### src/hdl/nfcPkg.sv
package nfcPkg;

    // flash array geometry
    localparam int numOfWays    = 4;
    localparam int laneCount    = 2;    // byte lanes carrying the same byte

    // command/address word
    localparam int caBytes      = 5;
    localparam int caWidth      = caBytes * 8;
    localparam int byteIdxWidth = 3;

    // each byte is held this many clocks on DQ
    localparam int byteHold     = 3;
    localparam int timerWidth   = $clog2(byteHold);

    localparam int dqWidth      = laneCount * 8;

    // sequencer states
    typedef enum logic [2:0] {
        caReset,
        caReady,
        caLatch,    // capture cycle
        caTurn,     // turnaround, chip enable goes out
        caSend
    } caState;

endpackage

### src/hdl/caStepIf.sv
interface caStepIf
    import nfcPkg::*;
();

    logic                    capture;     // one cycle, latch state
    logic                    active;      // turnaround through last byte
    logic                    sending;
    logic [byteIdxWidth-1:0] byteIdx;
    logic                    byteFirst;   // first clock of each byte

    modport seq (
        output capture,
        output active,
        output sending,
        output byteIdx,
        output byteFirst
    );

    modport pin (
        input capture,
        input active,
        input sending,
        input byteIdx,
        input byteFirst
    );

endinterface

### src/hdl/caPinDriver.sv
module caPinDriver
    import nfcPkg::*;
(
    input  logic                     iSystemClock,
    input  logic                     rstN,
    input  logic [numOfWays-1:0]     targetWay,
    input  logic                     caSelect,
    input  logic [caWidth-1:0]       caData,
    caStepIf.pin                     step,
    output logic [2*numOfWays-1:0]   chipEnable,
    output logic [dqWidth-1:0]       dq,
    output logic [laneCount-1:0]     addressLatchEnable,
    output logic [laneCount-1:0]     commandLatchEnable
);

    logic [numOfWays-1:0] wayReg;
    logic                 selReg;     // high for command
    logic [caWidth-1:0]   dataReg;
    logic [caWidth-1:0]   dataShifted;
    logic [7:0]           curByte;

    always_ff @(posedge iSystemClock) begin
        if (step.capture) begin
            wayReg  <= targetWay;
            selReg  <= caSelect;
            dataReg <= caData;
        end
    end

    // msb first, so byte k sits at the top after shifting by k bytes
    assign dataShifted = dataReg << {step.byteIdx, 3'b000};
    assign curByte     = dataShifted[caWidth-1 -: 8];

    always_ff @(posedge iSystemClock) begin
        if (!rstN) begin
            chipEnable         <= '0;
            dq                 <= '0;
            addressLatchEnable <= '0;
            commandLatchEnable <= '0;
        end else begin
            chipEnable <= step.active ? {wayReg, wayReg} : '0;
            dq         <= step.sending ? {laneCount{curByte}} : '0;   // same byte on every lane
            addressLatchEnable <= {laneCount{step.byteFirst && !selReg}};
            commandLatchEnable <= {laneCount{step.byteFirst && selReg}};
        end
    end

    // one kind of latch pulse at a time, one clock wide
    latchEnableExclusive: assert property (
        @(posedge iSystemClock) disable iff (!rstN)
        ((|addressLatchEnable) || (|commandLatchEnable)) |->
            !((|addressLatchEnable) && (|commandLatchEnable))
            ##1 (addressLatchEnable == '0 && commandLatchEnable == '0)
    );

    // nothing selected yet in the latch cycle
    chipEnableIdle: assert property (
        @(posedge iSystemClock) disable iff (!rstN)
        step.capture |-> chipEnable == '0
    );

endmodule

### src/hdl/caSequencer.sv
module caSequencer
    import nfcPkg::*;
(
    input  logic                    iSystemClock,
    input  logic                    rstN,
    input  logic                    start,
    input  logic [byteIdxWidth-1:0] lastIdx,
    output logic                    ready,
    output logic                    lastStep,
    caStepIf.seq                    step
);

    caState state;
    caState nextState;

    logic [timerWidth-1:0]   byteTimer;
    logic [byteIdxWidth-1:0] byteCount;
    logic [byteIdxWidth-1:0] lastIdxReg;
    logic [byteIdxWidth-1:0] lastIdxClamped;
    logic                    byteDone;
    logic                    finalByte;

    assign byteDone  = (state == caSend) && (byteTimer == timerWidth'(byteHold - 1));
    assign finalByte = byteCount == lastIdxReg;

    // anything past the last byte of the word means the whole word
    assign lastIdxClamped = (lastIdx > byteIdxWidth'(caBytes - 1)) ?
        byteIdxWidth'(caBytes - 1) : lastIdx;

    always_ff @(posedge iSystemClock) begin
        if (!rstN) begin
            state <= caReset;
        end else begin
            state <= nextState;
        end
    end

    always_comb begin
        nextState = state;
        case (state)
            caReset: nextState = caReady;
            caReady: begin
                // the ready register gates start, so the edge after a word is not taken
                if (start && ready) begin
                    nextState = caLatch;
                end
            end
            caLatch: nextState = caTurn;
            caTurn:  nextState = caSend;
            caSend: begin
                if (byteDone && finalByte) begin
                    nextState = caReady;
                end
            end
            default: nextState = caReset;
        endcase
    end

    always_ff @(posedge iSystemClock) begin
        if (!rstN) begin
            lastIdxReg <= '0;
        end else if (state == caLatch) begin
            lastIdxReg <= lastIdxClamped;
        end
    end

    // byte timer and byte counter
    always_ff @(posedge iSystemClock) begin
        if (!rstN) begin
            byteTimer <= '0;
            byteCount <= '0;
        end else if (state != caSend) begin
            byteTimer <= '0;
            byteCount <= '0;
        end else if (byteDone) begin
            byteTimer <= '0;
            byteCount <= byteCount + 1'b1;
        end else begin
            byteTimer <= byteTimer + 1'b1;
        end
    end

    // outputs lag the step signals by one clock, same as the pin registers
    always_ff @(posedge iSystemClock) begin
        if (!rstN) begin
            ready    <= 1'b0;
            lastStep <= 1'b0;
        end else begin
            ready    <= state == caReady;
            lastStep <= byteDone && finalByte;
        end
    end

    assign step.capture   = state == caLatch;
    assign step.active    = (state == caTurn) || (state == caSend);
    assign step.sending   = state == caSend;
    assign step.byteIdx   = byteCount;
    assign step.byteFirst = (state == caSend) && (byteTimer == '0);

    // clamp keeps the counter inside the word
    byteIdxInRange: assert property (
        @(posedge iSystemClock) disable iff (!rstN)
        step.sending |-> byteCount <= byteIdxWidth'(caBytes - 1)
    );

    // send already left on the last step, ready follows
    lastStepEndsWord: assert property (
        @(posedge iSystemClock) disable iff (!rstN)
        lastStep |-> !step.sending ##1 ready
    );

endmodule

### src/hdl/nfcCommandSync.sv
module nfcCommandSync
    import nfcPkg::*;
(
    input  logic                     iSystemClock,
    input  logic                     rstN,
    input  logic                     start,
    input  logic [numOfWays-1:0]     targetWay,
    input  logic [byteIdxWidth-1:0]  lastIdx,
    input  logic                     caSelect,
    input  logic [caWidth-1:0]       caData,
    output logic                     ready,
    output logic                     lastStep,
    output logic [2*numOfWays-1:0]   chipEnable,
    output logic [dqWidth-1:0]       dq,
    output logic [laneCount-1:0]     addressLatchEnable,
    output logic [laneCount-1:0]     commandLatchEnable
);

    caStepIf stepBus ();

    caSequencer seq0 (
        .iSystemClock (iSystemClock),
        .rstN         (rstN),
        .start        (start),
        .lastIdx      (lastIdx),
        .ready        (ready),
        .lastStep     (lastStep),
        .step         (stepBus)
    );

    caPinDriver pin0 (
        .iSystemClock       (iSystemClock),
        .rstN               (rstN),
        .targetWay          (targetWay),
        .caSelect           (caSelect),
        .caData             (caData),
        .step               (stepBus),
        .chipEnable         (chipEnable),
        .dq                 (dq),
        .addressLatchEnable (addressLatchEnable),
        .commandLatchEnable (commandLatchEnable)
    );

endmodule

### config.mk
export PLATFORM = sky130hd
export DESIGN_NAME = nfcCommandSync
export DESIGN_NICKNAME = d
export VERILOG_FILES = /design/src/hdl/nfcPkg.sv /design/src/hdl/caStepIf.sv /design/src/hdl/caPinDriver.sv /design/src/hdl/caSequencer.sv /design/src/hdl/nfcCommandSync.sv
export SDC_FILE = /design/constraint.sdc
export NUM_CORES = 1
export LEC_CHECK = 0
export BUFFER_PORTS_ARGS = -buffer_cell sky130_fd_sc_hd__buf_4
export CAP_MARGIN = 10
export CORE_MARGIN = 1
export CORE_UTILIZATION = 46
export CTS_BUF_LIST = sky130_fd_sc_hd__clkbuf_4 sky130_fd_sc_hd__clkbuf_8 sky130_fd_sc_hd__clkbuf_16
export DETAILED_ROUTE_END_ITERATION = 10
export PLACE_DENSITY = 0.72
export SYNTH_ARGS = -nofsm -noshare
export SYNTH_HDL_FRONTEND = slang
export SYNTH_SLANG_ARGS = --single-unit
### constraint.sdc
create_clock -name iSystemClock -period 3.2 [get_ports iSystemClock]
set_input_delay 0.16 -clock iSystemClock [delete_from_list [all_inputs] [get_ports iSystemClock]]
set_output_delay 0.16 -clock iSystemClock [all_outputs]
set_load 0.01 [all_outputs]
==> summary.txt <==
Timing
  – Relative slew slack: 0.5549
  – Worst Setup Slack, final: roughly 1500 ps
  – Clk_skew: a little under 9 ps
  – Final worst path period share: 0.5314
  – Clock period minus worst slack: 1701 ps
  – Max Fclk: slightly below 0.6 GHz
  – Fin Setup TNS: 0 ps
  – Tightest Pin Transition: roughly 670 ps
  – Unrepaired setup endpoints after global routing: no
  – Hold slack: slightly below 100 ps
  – Fin. max-slew vios: 0
  – Hold Vio Cnt, Final: 0
  – Setup violators final: 0

Yosys
  – Synth Register Bits: 72
  – Yosys warnings: 0
  – Top_reg_cell synth: edfxtp_1
  – Synth cell types: 40
  – Cells after synthesis: ~180
  – Synth area leader: edfxtp_1
  – Number of synthesized flops with an enable pin: between 40 and 50
  – Async SR Flop Fraction: 0
  – Syn_area_per_cell: between 15 and 20 um2
  – Area share of the largest cell type after synthesis: 0.4878
  – Net Count, Synth: 238
  – Top cells by area, synth: edfxtp_1 (49%), dfxtp_1 (20%), mux2_2 (5.7%)
  – Post-synthesis sequential area ratio: 0.6829
  – Cell area after synthesis: around 2800 um2

Layout
  – Layout area overhead: 44.04%
  – Commonest non-fill, non-tap cell in the layout: buf_4
  – Multi-input gate area: between 700 and 800 um2
  – # fillers: ~400
  – Final nets: 355
  – Most frequent cells in the layout: buf_4 (81), dlygate4sd3_1 (45), edfxtp_1 (45)
  – Reg area: approximately 1900 um2
  – Layout cell share with drive strength beyond 1: 0.4052
  – Ant diodes: 0
  – Final Core Density: 0.7073

Clocking
  – # H-tree levels: 3
  – Clk slew on worst S/H paths: around 70 ps
  – CTS Root Buffer Type: clkbuf_8
  – Clock sink count: approximately 70
  – Skew-Pair Late Insertion Delay: ~340 ps
  – CTS tree: done
  – Clock buffer depth: 2
  – Resized cells post-CTS: 0
  – TritonCTS Buffers: 9

Die
  – Starting Density: 0.4910
  – Die H: just under 80 um
  – Die area: between 6000 and 7000 um2
  – Cell Rows: 27
  – Die X: between 70 and 80 um
  – Num ports: around 80
  – Core box area: about 5600 um2

Route
  – DR WL/cell: approximately 15 um
  – Vias per std cell: 4.828
  – Post-route ant nets: 0
  – Vias: between 1500 and 2000
  – DRC viols: 0
  – Initial DRC count: 64
  – Routed WL: about 5600 um
  – DR pass1 iterations: 4

Power
  – Leak Pwr: 0.001544 uW
  – Peak supply drop: 0.3819 mV
  – Power density over the cells: around 480 nW/um2

Setup path
  – Crit start category: register
  – Critical path class: reg2reg
  – WP data arrival: between 1500 and 2000 ps
  – Req. time, crit path: about 3400 ps
  – CP max FO: 50
  – Crit end category: register

Global route
  – Largest net degree at the start of global routing: 51
  – GRT Resource Usage Total: 0.1986
  – Vias in the first global route: around 2000
  – Initial antenna violation count: 0
  – GRT overflow: 0
  – First-pass GRT wire length: around 9100 um

Min path
  – Type of the worst min-delay path: in2reg

Placement
  – Detailed Place HPWL: between 3000 and 4000 um
  – Port Buffer Count: 80
  – Routability cong.: slightly below 0.7
  – Pre-CTS setup slack: 1508 ps

Flow run
  – Max Cap Viol: 0

Status
  – Outcome: completed
power by group:
part / internal, uW / switching, uW
clock network: 440 / 345
registers: 994 / 6.69
logic: 82.6 / 29.8
total: 1520 / 381
per-stage QoR:
stage               total power [uW]  instance area, um2  instances
floorplan                       1034                2770        184
global placement                1087                3321        317
detailed placement              1088                3321        317
CTS                             1901                3990        378
global route                    1955                3990        378
finish                          1897                3990        378
routing by layer:
layer | wire [um] | track usage | up-vias
met5 | 0 | 0 | -
met2 | 2945 | 0.3444 | 69
met3 | 323 | 0.05714 | 12
met4 | 123 | 0.1018 | 0
met1 | 2232 | 0.2199 | 856
li1 | - | - | 888
critical path, stage by stage (launching register included):
cell     delay (ps)
dfxtp_1         510
nor3b_4         240
buf_4           520
mux2i_1         250
nor2b_1          60
state kept, by name (all words and copies together) (netlist names):
signal,flops
pin0.addressLatchEnable,1
pin0.chipEnable,4
pin0.commandLatchEnable,1
pin0.dataReg,40
pin0.dq,8
pin0.selReg,1
pin0.wayReg,4
seq0.byteTimer,2
seq0.lastIdxReg,3
seq0.lastStep,1
seq0.ready,1
seq0.state,3
seq0.step.byteIdx,3
area by class of cell:
class,count,area share
tap,72,0.02258
multi-input combinational,90,0.1812
inverter,2,0.001881
sequential,72,0.4741
clock buffer,9,0.03104
clock inverter,7,0.02383
timing repair buffer,126,0.2653
final timing paths:
kind	startpoint	endpoint	slack [ps]	depth (start not counted)
worst min-delay path	lastIdx[1]	seq0.lastIdxReg[1]$_SDFFE_PN0P_	100	3
worst min register to register	seq0.byteTimer[0]$_SDFF_PP0_	seq0.byteTimer[0]$_SDFF_PP0_	420	1
worst max-delay path	seq0.state[1]$_SDFFE_PN0P_	seq0.lastIdxReg[2]$_SDFFE_PN0P_	1500	4
worst max register to register	seq0.state[1]$_SDFFE_PN0P_	seq0.lastIdxReg[2]$_SDFFE_PN0P_	1500	4
logic make-up after synthesis:
logic type	count (synthesis)	synth area share
multiplexers	18	0.07182
XOR/XNOR	5	0.01581
buffers and inverters	22	0.05601
flip-flops	72	0.6829
adder cells (fa/ha/maj)	3	0.01355
AND/OR/NAND/NOR	39	0.09440
AO/OA/AOI/OAI	25	0.06549
what timing repair did:
item	CTS	global route
setup buffers	0	0
hold endpoints to repair	45	0
hold buffers	45	0
cell usage after synthesis, types with 4 or more instances:
library cell / count
mux2_2: 14
a22oi_1: 6
dfxtp_1: 27
nand2_1: 8
and2_1: 5
a21oi_2: 5
a21oi_1: 6
buf_4: 15
nor2_2: 4
xnor2_1: 4
edfxtp_1: 45
No activity file was read; power rests on OpenSTA's default activity.
